==> config.mk <==
export PLATFORM = sky130hd
export DESIGN_NAME = fetch_top
export DESIGN_NICKNAME = d
export VERILOG_FILES = /design/src/design/fetch_pkg.sv /design/src/design/fetch_stream_if.sv /design/src/design/fetch_top.sv /design/src/design/early_branch.sv /design/src/design/fetch_axi_master.sv /design/src/design/pc_unit.sv /design/src/design/sync_fifo.sv
export SDC_FILE = /design/constraint.sdc
export NUM_CORES = 1
export LEC_CHECK = 0
export ABC_AREA = 1
export BUFFER_PORTS_ARGS = -buffer_cell sky130_fd_sc_hd__buf_2
export CAP_MARGIN = 20
export CORE_UTILIZATION = 33
export DETAILED_ROUTE_END_ITERATION = 7
export PLACE_DENSITY = 0.58
export SLEW_MARGIN = 20
export SYNTH_ARGS = -nofsm -noshare
export SYNTH_HDL_FRONTEND = slang
export SYNTH_HIERARCHICAL = 1
export SYNTH_SLANG_ARGS = --single-unit
==> constraint.sdc <==
create_clock -name clk -period 5.4 [get_ports clk]
set_clock_uncertainty 0.2 [all_clocks]
set_input_delay 0.54 -clock clk [delete_from_list [all_inputs] [get_ports clk]]
set_output_delay 0.54 -clock clk [all_outputs]
set_load 0.01 [all_outputs]
==> src/design/fetch_pkg.sv <==
package fetch_pkg;

    ////////////////////////////////////////
    // Widths and reset state
    ////////////////////////////////////////
    localparam int xlen = 32;
    localparam logic [xlen-1:0] reset_pc = 32'h0000_0000;

    // Hazard codes from the back end
    localparam logic [1:0] hazard_none        = 2'd0;
    localparam logic [1:0] hazard_stall_early = 2'd1;
    localparam logic [1:0] hazard_stall_mmu   = 2'd2;

    // Credit limit and queue sizes
    localparam int max_outstanding   = 4;
    localparam int fetch_queue_depth = 4;

    // RV32I opcodes seen by predecode
    localparam logic [6:0] opcode_jal    = 7'b1101111;
    localparam logic [6:0] opcode_branch = 7'b1100011;

    ////////////////////////////////////////
    // Payload types
    ////////////////////////////////////////

    // One issued read, tagged with the epoch it was issued in
    typedef struct packed {
        logic [xlen-1:0] addr;
        logic            epoch;
    } pending_t;

    // One fetched instruction on its way to decode
    typedef struct packed {
        logic [xlen-1:0] pc;
        logic [xlen-1:0] instr;
        logic            pred_taken;
        logic            fault;
    } fetch_pkt_t;

endpackage
==> src/design/fetch_stream_if.sv <==
// Accepted read responses, one cycle per word, no back-pressure
interface fetch_stream_if;

    logic                       valid;
    logic [fetch_pkg::xlen-1:0] pc;
    logic [fetch_pkg::xlen-1:0] instr;
    logic                       fault;

    modport source (
        output valid,
        output pc,
        output instr,
        output fault
    );

    modport sink (
        input valid,
        input pc,
        input instr,
        input fault
    );

endinterface

==> src/design/fetch_top.sv <==
module fetch_top (
    input  logic                       clk,
    input  logic                       rst,
    // Back-end redirects and hazards
    input  logic                       csr_redirect,
    input  logic [fetch_pkg::xlen-1:0] csr_target,
    input  logic                       ex_redirect,
    input  logic                       ex_mispredict,
    input  logic [fetch_pkg::xlen-1:0] ex_target,
    input  logic [fetch_pkg::xlen-1:0] ex_saved_pc,
    input  logic [1:0]                 hazard,
    input  logic                       fence,
    // AXI4-Lite read channels
    output logic [fetch_pkg::xlen-1:0] araddr,
    output logic                       arvalid,
    input  logic                       arready,
    input  logic [fetch_pkg::xlen-1:0] rdata,
    input  logic [1:0]                 rresp,
    input  logic                       rvalid,
    output logic                       rready,
    // Fetched instructions to decode
    output logic                       instr_valid,
    input  logic                       instr_ready,
    output logic [fetch_pkg::xlen-1:0] instr_pc,
    output logic [fetch_pkg::xlen-1:0] instr_data,
    output logic                       instr_pred_taken,
    output logic                       instr_fault
);
    logic [fetch_pkg::xlen-1:0] pc;
    logic                       epoch;
    logic                       fetch_stall;
    logic                       issue;
    logic                       early_redirect;
    logic [fetch_pkg::xlen-1:0] early_target;
    logic                       consume;

    fetch_stream_if u_rsp_if ();

    pc_unit u_pc_unit (
        .clk            (clk),
        .rst            (rst),
        .csr_redirect   (csr_redirect),
        .csr_target     (csr_target),
        .ex_redirect    (ex_redirect),
        .ex_mispredict  (ex_mispredict),
        .ex_target      (ex_target),
        .ex_saved_pc    (ex_saved_pc),
        .early_redirect (early_redirect),
        .early_target   (early_target),
        .hazard         (hazard),
        .fence          (fence),
        .issue          (issue),
        .pc             (pc),
        .epoch          (epoch),
        .fetch_stall    (fetch_stall)
    );

    fetch_axi_master u_axi_master (
        .clk         (clk),
        .rst         (rst),
        .pc          (pc),
        .epoch       (epoch),
        .fetch_stall (fetch_stall),
        .issue       (issue),
        .araddr      (araddr),
        .arvalid     (arvalid),
        .arready     (arready),
        .rdata       (rdata),
        .rresp       (rresp),
        .rvalid      (rvalid),
        .rready      (rready),
        .consume     (consume),
        .rsp         (u_rsp_if.source)
    );

    early_branch u_early_branch (
        .clk              (clk),
        .rst              (rst),
        .epoch            (epoch),
        .rsp              (u_rsp_if.sink),
        .early_redirect   (early_redirect),
        .early_target     (early_target),
        .consume          (consume),
        .instr_valid      (instr_valid),
        .instr_ready      (instr_ready),
        .instr_pc         (instr_pc),
        .instr_data       (instr_data),
        .instr_pred_taken (instr_pred_taken),
        .instr_fault      (instr_fault)
    );

endmodule

==> src/design/early_branch.sv <==
module early_branch (
    input  logic                       clk,
    input  logic                       rst,
    input  logic                       epoch,
    fetch_stream_if.sink               rsp,
    output logic                       early_redirect,
    output logic [fetch_pkg::xlen-1:0] early_target,
    output logic                       consume,
    output logic                       instr_valid,
    input  logic                       instr_ready,
    output logic [fetch_pkg::xlen-1:0] instr_pc,
    output logic [fetch_pkg::xlen-1:0] instr_data,
    output logic                       instr_pred_taken,
    output logic                       instr_fault
);
    logic                       epoch_q;
    logic [6:0]                 opcode;
    logic [fetch_pkg::xlen-1:0] imm_j;
    logic [fetch_pkg::xlen-1:0] imm_b;
    logic                       is_jal;
    logic                       is_bwd_branch;
    logic                       shadow;
    logic                       take;
    logic                       q_empty;
    logic                       q_full;
    fetch_pkg::fetch_pkt_t      pkt_in;
    fetch_pkg::fetch_pkt_t      pkt_out;

    ////////////////////////////////////////
    // Predecode
    ////////////////////////////////////////
    assign opcode = rsp.instr[6:0];

    assign imm_j = {{11{rsp.instr[31]}}, rsp.instr[31], rsp.instr[19:12],
                    rsp.instr[20], rsp.instr[30:21], 1'b0};
    assign imm_b = {{19{rsp.instr[31]}}, rsp.instr[31], rsp.instr[7],
                    rsp.instr[30:25], rsp.instr[11:8], 1'b0};

    assign is_jal        = (opcode == fetch_pkg::opcode_jal);
    // Sign bit of the B immediate, backward means a loop
    assign is_bwd_branch = (opcode == fetch_pkg::opcode_branch) && rsp.instr[31];

    // Epoch flipped on the last edge, this word was fetched before that redirect
    always_ff @(posedge clk) begin
        if (rst) begin
            epoch_q <= 1'b0;
        end else begin
            epoch_q <= epoch;
        end
    end
    assign shadow = (epoch != epoch_q);

    assign take = rsp.valid && !rsp.fault && (is_jal || is_bwd_branch) && !shadow;

    assign early_redirect = take;
    assign early_target   = rsp.pc + (is_jal ? imm_j : imm_b);

    ////////////////////////////////////////
    // Output queue
    ////////////////////////////////////////
    assign pkt_in = '{pc:         rsp.pc,
                      instr:      rsp.instr,
                      pred_taken: take,
                      fault:      rsp.fault};

    assign consume     = instr_valid && instr_ready;
    assign instr_valid = !q_empty;

    sync_fifo #(
        .payload_t (fetch_pkg::fetch_pkt_t),
        .depth     (fetch_pkg::fetch_queue_depth)
    ) u_queue (
        .clk       (clk),
        .rst       (rst),
        .push      (rsp.valid),
        .push_data (pkt_in),
        .pop       (consume),
        .pop_data  (pkt_out),
        .empty     (q_empty),
        .full      (q_full)
    );

    assign instr_pc         = pkt_out.pc;
    assign instr_data       = pkt_out.instr;
    assign instr_pred_taken = pkt_out.pred_taken;
    assign instr_fault      = pkt_out.fault;

    // Credits in the master must keep a free slot for every response
    a_room_for_rsp: assert property (@(posedge clk) disable iff (rst)
        rsp.valid |-> !q_full || consume)
        else $error("early_branch: response arrived with the queue full");

endmodule

==> src/design/fetch_axi_master.sv <==
module fetch_axi_master (
    input  logic                       clk,
    input  logic                       rst,
    input  logic [fetch_pkg::xlen-1:0] pc,
    input  logic                       epoch,
    input  logic                       fetch_stall,
    output logic                       issue,
    output logic [fetch_pkg::xlen-1:0] araddr,
    output logic                       arvalid,
    input  logic                       arready,
    input  logic [fetch_pkg::xlen-1:0] rdata,
    input  logic [1:0]                 rresp,
    input  logic                       rvalid,
    output logic                       rready,
    input  logic                       consume,
    fetch_stream_if.source             rsp
);
    localparam int cw = $clog2(fetch_pkg::max_outstanding + 1);

    logic                ar_epoch;
    logic                ar_done;
    logic                arm;
    logic                r_done;
    logic                drop;
    logic                credit_free;
    logic [cw-1:0]       credits_used;
    logic                pend_empty;
    logic                pend_full;
    fetch_pkg::pending_t pend_in;
    fetch_pkg::pending_t pend_head;

    // Every request already owns a slot downstream
    assign rready = 1'b1;

    assign ar_done     = arvalid && arready;
    assign credit_free = credits_used < cw'(fetch_pkg::max_outstanding);
    assign arm         = !arvalid && credit_free && !fetch_stall && !pend_full;

    // Only a request from the live epoch moves the PC on
    assign issue = ar_done && (ar_epoch == epoch);

    assign r_done = rvalid && rready && !pend_empty;
    assign drop   = r_done && (pend_head.epoch != epoch);

    ////////////////////////////////////////
    // Read address channel
    ////////////////////////////////////////
    always_ff @(posedge clk) begin
        if (rst) begin
            arvalid <= 1'b0;
        end else if (arm) begin
            arvalid <= 1'b1;
        end else if (ar_done) begin
            arvalid <= 1'b0;
        end
    end

    // Address and tag are frozen once the request is raised
    always_ff @(posedge clk) begin
        if (arm) begin
            araddr   <= pc;
            ar_epoch <= epoch;
        end
    end

    // Credit taken when arvalid rises, returned on consume or drop
    always_ff @(posedge clk) begin
        if (rst) begin
            credits_used <= '0;
        end else begin
            credits_used <= credits_used + cw'(arm) - cw'(consume) - cw'(drop);
        end
    end

    assign pend_in = '{addr: araddr, epoch: ar_epoch};

    sync_fifo #(
        .payload_t (fetch_pkg::pending_t),
        .depth     (fetch_pkg::max_outstanding)
    ) u_pending (
        .clk       (clk),
        .rst       (rst),
        .push      (ar_done),
        .push_data (pend_in),
        .pop       (r_done),
        .pop_data  (pend_head),
        .empty     (pend_empty),
        .full      (pend_full)
    );

    ////////////////////////////////////////
    // Read data channel
    ////////////////////////////////////////
    always_ff @(posedge clk) begin
        if (rst) begin
            rsp.valid <= 1'b0;
        end else begin
            rsp.valid <= r_done && !drop;
        end
    end

    always_ff @(posedge clk) begin
        if (r_done) begin
            rsp.pc    <= pend_head.addr;
            rsp.instr <= rdata;
            rsp.fault <= (rresp != 2'b00);
        end
    end

    a_ar_stable: assert property (@(posedge clk) disable iff (rst)
        arvalid && !arready |=> arvalid && $stable(araddr))
        else $error("fetch_axi_master: AR request changed before arready");

endmodule

==> src/design/pc_unit.sv <==
module pc_unit (
    input  logic                       clk,
    input  logic                       rst,
    input  logic                       csr_redirect,
    input  logic [fetch_pkg::xlen-1:0] csr_target,
    input  logic                       ex_redirect,
    input  logic                       ex_mispredict,
    input  logic [fetch_pkg::xlen-1:0] ex_target,
    input  logic [fetch_pkg::xlen-1:0] ex_saved_pc,
    input  logic                       early_redirect,
    input  logic [fetch_pkg::xlen-1:0] early_target,
    input  logic [1:0]                 hazard,
    input  logic                       fence,
    input  logic                       issue,
    output logic [fetch_pkg::xlen-1:0] pc,
    output logic                       epoch,
    output logic                       fetch_stall
);
    logic any_redirect;

    assign any_redirect = csr_redirect || ex_redirect || early_redirect;

    // Stalls only hold back new requests, redirects still land
    assign fetch_stall = (hazard == fetch_pkg::hazard_stall_early) ||
                         (hazard == fetch_pkg::hazard_stall_mmu) || fence;

    ////////////////////////////////////////
    // Next PC, highest priority first
    ////////////////////////////////////////
    always_ff @(posedge clk) begin
        if (rst) begin
            pc    <= fetch_pkg::reset_pc;
            epoch <= 1'b0;
        end else begin
            if (csr_redirect) begin
                pc <= csr_target;
            end else if (ex_redirect) begin
                // Mispredict recovery resumes after the branch itself
                pc <= ex_mispredict ? ex_saved_pc + 32'd4 : ex_target;
            end else if (early_redirect) begin
                pc <= early_target;
            end else if (issue) begin
                pc <= pc + 32'd4;
            end
            // New epoch marks everything already in flight as stale
            if (any_redirect) epoch <= ~epoch;
        end
    end

    a_pc_aligned: assert property (@(posedge clk) disable iff (rst)
        pc[1:0] == 2'b00)
        else $error("pc_unit: misaligned pc %h", pc);

endmodule

==> src/design/sync_fifo.sv <==
module sync_fifo #(
    parameter type payload_t = logic [31:0],
    parameter int  depth     = 4
) (
    input  logic     clk,
    input  logic     rst,
    input  logic     push,
    input  payload_t push_data,
    input  logic     pop,
    output payload_t pop_data,
    output logic     empty,
    output logic     full
);
    localparam int aw = (depth > 1) ? $clog2(depth) : 1;
    localparam int cw = $clog2(depth + 1);

    payload_t      mem [depth];
    logic [aw-1:0] wr_ptr;
    logic [aw-1:0] rd_ptr;
    logic [cw-1:0] count;
    logic          do_push;
    logic          do_pop;

    // Wraps at depth, so depth need not be a power of two
    function automatic logic [aw-1:0] ptr_next(input logic [aw-1:0] p);
        return (p == aw'(depth - 1)) ? '0 : p + 1'b1;
    endfunction

    assign do_pop  = pop && !empty;
    assign do_push = push && (!full || do_pop);

    assign empty    = (count == '0);
    assign full     = (count == cw'(depth));
    assign pop_data = mem[rd_ptr];

    always_ff @(posedge clk) begin
        if (rst) begin
            wr_ptr <= '0;
            rd_ptr <= '0;
            count  <= '0;
        end else begin
            if (do_push) wr_ptr <= ptr_next(wr_ptr);
            if (do_pop)  rd_ptr <= ptr_next(rd_ptr);
            count <= count + cw'(do_push) - cw'(do_pop);
        end
    end

    always_ff @(posedge clk) begin
        if (do_push) mem[wr_ptr] <= push_data;
    end

    // Callers must respect full and empty
    a_no_overflow: assert property (@(posedge clk) disable iff (rst)
        !(push && full && !pop))
        else $error("sync_fifo: push while full");

    a_no_underflow: assert property (@(posedge clk) disable iff (rst)
        !(pop && empty))
        else $error("sync_fifo: pop while empty");

endmodule

==> impl_metrics.tcl, run 1 <==
set metrics [dict create \
    status "complete, no violations" \
    fp.dieH_um 284.3 \
    synthCells 2563 \
    drtIter0Drc 1530 \
    ir_drop_mv 0.2329 \
    viasPerCell 4.842 \
    slowest_delay_ns 0.78 \
    core_area_um2 78870 \
    fin_ws_ns 1.639 \
    switching_share_pct 24.32 \
    setup.worst_path.end "instr_pc[25]" \
    cts_sinks 551 \
    r2r_setup_slack_ns 1.73 \
    rsz0062_at_grt "no" \
    syn2layout_area_growth_pct 16.59 \
    seqPwrFrac_pct 51.7 \
    grt_start_max_net_pins 95 \
    cp-start-kind "flop" \
    crit_required_ns 4.66 \
    nets 3026 \
    pwr-share-clk_pct 39.9 \
    grtUsageTotal_pct 17.94 \
    yosysWarnings 6 \
    first_pass_iters 6 \
    r2r_start "u_axi_master/rsp.instr[6]" \
    grt_pass1_wl_um 109500 \
    drive_gt1_share_pct 18.21 \
    hp-class "input pin to flop" \
    synth_area_per_cell_um2 10.26 \
    end_kind "primary output" \
    row_count 103 \
    clk_latency_ns 0.61 \
    ant_nets 0 \
    overflow 0 \
    switchingPower_mw 2.324 \
    ios 242 \
    diodes 0 \
    whs_ns 0.02453 \
    relSlewSlack_pct 29.48 \
    initial_core_util_pct 33.34 \
    setup_viol 0 \
    cts_tree "built" \
    route.detailed.drc 0 \
    place_congestion 0.9109 \
    path_max_fanout 94 \
    clock-root-buffer "clkbuf_16" \
    timing.fmax_ghz 0.2659 \
    hold_viol 0 \
    wl_per_cell_um 19.00 \
    worst_slew_pin_slew_ns 1.058 \
    synth_area_um2 26300 \
    timing.final.crit_period_ns 3.761 \
    clk_pin_slew_worst_paths_ns 0.06 \
    grt_pass1_vias 17310 \
    num_vias 19020 \
    antenna_found_initial 2 \
    finalSetupTns_ns 0 \
    internal_power_mw 7.232 \
    syn-num-nets 2758 \
    leakagePower_nw 11.83 \
    cts_made_buffers 57 \
    powerDensity_nw_per_um2 311.7 \
    max-cap-violations 0 \
    combPwrFrac_pct 8.3 \
    finalCritPeriodShare_pct 69.64 \
    slowest_stage "buf_4" \
    cts_max_level 2 \
    crit_type "flop to primary output" \
    portBuffers 240 \
    hold_path_depth 2 \
    clk_path_buf_depth 3 \
    crit_path_cell_trace "buf_4, o21ai_0, o22ai_1, buf_2" \
    report.final.slew_viol_count 0 \
    worstReg2RegEnd "u_pc_unit/pc[25]" \
    die_x_um 284.3 \
    p_total_mw 9.556 \
    drt-total-wl_um 74600 \
    cp.arrival_ns 3.02 \
    dieArea_um2 80820 \
    dp_hpwl_um 51450 \
    dp_slack_ns 1.819 \
    ff2ff_path_depth 22 \
]
placed cells by master (no fill, tap or decap), types with 4 or more instances in the layout:
cell type / instances
clkinv_2: 9
nor2_4: 53
bufinv_16: 4
xnor2_1: 7
nand4_1: 6
o21ai_0: 236
nor3_2: 4
dlygate4sd3_1: 41
clkbuf_16: 58
xor2_1: 26
nand2_1: 505
buf_2: 240
nor2_2: 20
o22ai_2: 40
nor2_1: 356
edfxtp_1: 494
clkbuf_1: 15
nand2_2: 16
dfxtp_1: 53
o22ai_1: 61
fa_1: 4
or2_2: 17
nand3_2: 7
inv_1: 237
o21bai_1: 5
a21oi_1: 78
o21ai_2: 5
nand3b_1: 5
buf_4: 20
o21ai_1: 31
inv_2: 8
ha_1: 50
nand3_1: 107
clkinv_1: 13
stage by stage:
stage                     utilization [%]  instance area [um^2]  cells
after floorplan                         -                 26300   2563
final                               38.87                 30660   3927
after global placement              36.03                 28420   3780
after global routing                38.87                 30660   3927
after detailed placement            36.06                 28440   3781
after CTS                           38.87                 30660   3927
power by group through the flow:
stage	clock, mW	sequential, mW	combinational (mW)
after floorplan	0	4.96	0.473
after global placement	0	5.03	0.770
after detailed placement	0	5.03	0.772
after CTS	3.89	4.95	0.801
after global routing	4.05	4.96	0.891
final	3.81	4.94	0.798
sequential cells by signal (all words and copies together), names as in the netlist, named ones only:
signal	cells
u_axi_master/ar_epoch	1
u_axi_master/araddr	32
u_axi_master/arvalid	1
u_axi_master/credits_used	3
u_axi_master/rsp.fault	1
u_axi_master/rsp.instr	32
u_axi_master/rsp.pc	32
u_axi_master/rsp.valid	1
u_axi_master/u_pending/count	3
u_axi_master/u_pending/mem	132
u_axi_master/u_pending/rd_ptr	2
u_axi_master/u_pending/wr_ptr	2
u_early_branch/epoch_q	1
u_early_branch/u_queue/count	3
u_early_branch/u_queue/mem	264
u_early_branch/u_queue/rd_ptr	2
u_early_branch/u_queue/wr_ptr	2
u_pc_unit/epoch	1
u_pc_unit/pc	32
final cells by class:
class	instances	area (um^2)
Multi-Input combinational cell	1667	8792
Sequential cell	551	15980
Timing Repair Buffer	303	1809
Inverter	251	955.9
Clock inverter	32	297.8
Tap cell	1050	1314
Clock buffer	73	1508
Fill cell	7871	48210
how the worst min path moves through the flow:
stage                               start                endpoint  slack, ns
final                            rresp[0]  u_axi_master/rsp.fault       0.02
after global routing             rresp[0]  u_axi_master/rsp.fault       0.01
after CTS                        rresp[0]  u_axi_master/rsp.fault      0.005
after detailed placement  u_pc_unit/pc[0]  u_axi_master/araddr[0]       0.22
after global placement    u_pc_unit/pc[0]  u_axi_master/araddr[0]       0.24
after floorplan           u_pc_unit/pc[0]  u_axi_master/araddr[0]       0.21
critical path: cells and delay by family (launching register included):
kind | cells | cell delay, ns
compound gates | 2 | 0.67
flops | 1 | 0.62
buf+inv | 2 | 1.01
per-layer routing:
layer	part of all wire [%]	vias up	global-route usage [%]
li1	-	9254	-
met1	44	9096	24.66
met2	48	574	29.62
met3	6.1	91	2.681
met4	2.0	0	4.409
met5	0	-	0
timing repair:
item	CTS	global route
gates resized for setup	0	0
hold buffers	41	0
endpoints found under the hold margin	41	0
setup buffers	0	0
(Power assumes the default switching activity.)
==> inputs of run 2 (changes only) <==
clock period = 3.5 ns   (was 5.4 ns; I/O delays follow)
==> run 2 against run 1 <==
Total power up 55%. Utilization is 0.88 points higher. Clock power increased by 54%. Clock-buffer cell count rose by 7. Cell count increased by 1.4%. First-iteration DRC count is 0.33% higher.
==> impl_metrics.tcl, run 2 (synthesis gave the netlist of run 1 again) <==
set metrics [dict create \
    status "complete, no violations" \
    r2r_start "u_axi_master/rsp.instr[1]" \
    grtUsageTotal_pct 18.21 \
    cts_sinks 551 \
    final_common_cell "nand2_1" \
    die_x_um 284.3 \
    timing.final.crit_period_ns 3.289 \
    core_area_um2 78870 \
    num_vias 19030 \
    drtIter0Drc 1535 \
    wl_per_cell_um 18.88 \
    relSlewSlack_pct 29.97 \
    report.final.slew_viol_count 0 \
    largest_register_ff_count 264 \
    portBuffers 240 \
    use_met2_pct 29.52 \
    cp-start-kind "flop" \
    whs_ns 0.04298 \
    final_cell_mix "nand2_1, edfxtp_1, nor2_1" \
    grt_pass1_wl_um 111800 \
    overflow 0 \
    reg_top3 "u_early_branch/u_queue/mem x264, u_axi_master/u_pending/mem x132" \
    grt_pass1_vias 17890 \
    finalCritPeriodShare_pct 93.97 \
    nets 3084 \
    cp-startpoint "u_axi_master/rsp.instr[1]" \
    route.detailed.drc 0 \
    syn2layout_area_growth_pct 19.22 \
    worstReg2RegEnd "u_pc_unit/pc[16]" \
    place_congestion 0.9069 \
    crit_type "flop to flop" \
    ant_nets 0 \
    max-cap-violations 0 \
    clock-root-buffer "clkbuf_16" \
    antenna_found_initial 3 \
    finalSetupTns_ns 0 \
    setup_viol 0 \
    hold_viol 0 \
    placedCellCount 3809 \
    fin_util_pct 39.75 \
    dp_hpwl_um 52490 \
    ff2ff_path_depth 19 \
    timing.fmax_ghz 0.3041 \
    viasPerCell 4.778 \
    r2r_setup_slack_ns 0.21 \
    postLayoutCellArea_um2 31350 \
    row_count 103 \
    stdcell_count 3983 \
    cp.arrival_ns 3.61 \
    fp.dieH_um 284.3 \
    dieArea_um2 80820 \
    initial_core_util_pct 33.34 \
    grt-busiest-layer "met2" \
    setup.worst_path.end "u_pc_unit/pc[16]" \
    ios 242 \
    clk_latency_ns 0.62 \
    grtUsageMet3_pct 2.745 \
    end_kind "flop" \
    cts_made_buffers 56 \
    rsz0062_at_grt "yes" \
    worst_slew_pin_slew_ns 1.049 \
    hp-class "input pin to flop" \
    top_register "u_early_branch/u_queue/mem" \
    powerDensity_nw_per_um2 471.5 \
    met1_usage_pct 24.99 \
    dp_slack_ns 0.07771 \
    crit_required_ns 3.83 \
    p_total_mw 14.78 \
    diodes 0 \
    clk_path_buf_depth 3 \
    clk_pin_slew_worst_paths_ns 0.06 \
    cts_max_level 2 \
    leakagePower_nw 12.12 \
    dpl_cell_area_um2 28730 \
    ir_drop_mv 0.4262 \
    drt-total-wl_um 75190 \
    fin_ws_ns 0.2111 \
    cts_tree "built" \
    path_max_fanout 11 \
    first_pass_iters 5 \
    grt_start_max_net_pins 67 \
    drive_gt1_share_pct 20.01 \
]
-- run 2: worst max-delay path, stage by stage, from the launching register on --
cell and delay [ns]:
edfxtp_1 0.42, inv_2 0.06, nor3_2 0.20, nand2_2 0.18, buf_6 0.18, o21ai_0 0.19, inv_1 0.11, ha_4 0.33
nand2_1 0.08, inv_2 0.07, nand2_2 0.09, nor3_4 0.20, nand2_1 0.07, nand2_1 0.11, xor2_2 0.23, nand2_2 0.12
o21a_1 0.11, nand2_1 0.08, nand2_1 0.06, a21oi_1 0.11
-- run 2: repair_timing --
action / in CTS / in global routing
setup buffers: 0 / 3
setup endpoints to repair: 0 / 30
resized for setup: 0 / 43
hold buffers: 69 / 0
endpoints found under the hold margin: 74 / 0
-- run 2: worst min-delay path by stage --
stage | start | cells past startpoint | to
after global placement | u_pc_unit/pc[0] | 0 | u_axi_master/araddr[0]
after global routing | ex_target[2] | 5 | u_pc_unit/pc[2]
after detailed placement | u_pc_unit/pc[0] | 0 | u_axi_master/araddr[0]
after floorplan | u_pc_unit/pc[0] | 0 | u_axi_master/araddr[0]
final | ex_target[3] | 5 | u_pc_unit/pc[3]
after CTS | ex_target[3] | 5 | u_pc_unit/pc[3]
-- run 2: per-layer routing --
layer | wire length [um] | part of all wire (%)
met3 | 4632 | 6.2
met5 | 0 | 0
met1 | 33230 | 44
met4 | 2209 | 2.9
met2 | 35130 | 47
-- run 2: area by class of cell --
cell class | instances | area [um^2]
Fill cell | 7770 | 47520
Sequential cell | 551 | 15980
Multi-Input combinational cell | 1667 | 8925
Timing Repair Buffer | 362 | 2406
Clock buffer | 80 | 1574
Tap cell | 1050 | 1314
Inverter | 251 | 958.4
Clock inverter | 22 | 192.7
-- run 2: power breakdown --
| part | leakage, nW | internal (mW) | switching [mW] |
|---|---|---|---|
| registers | 4.94 | 7.39 | 0.230 |
| clock network | 0.857 | 3.33 | 2.51 |
| logic | 6.32 | 0.477 | 0.841 |
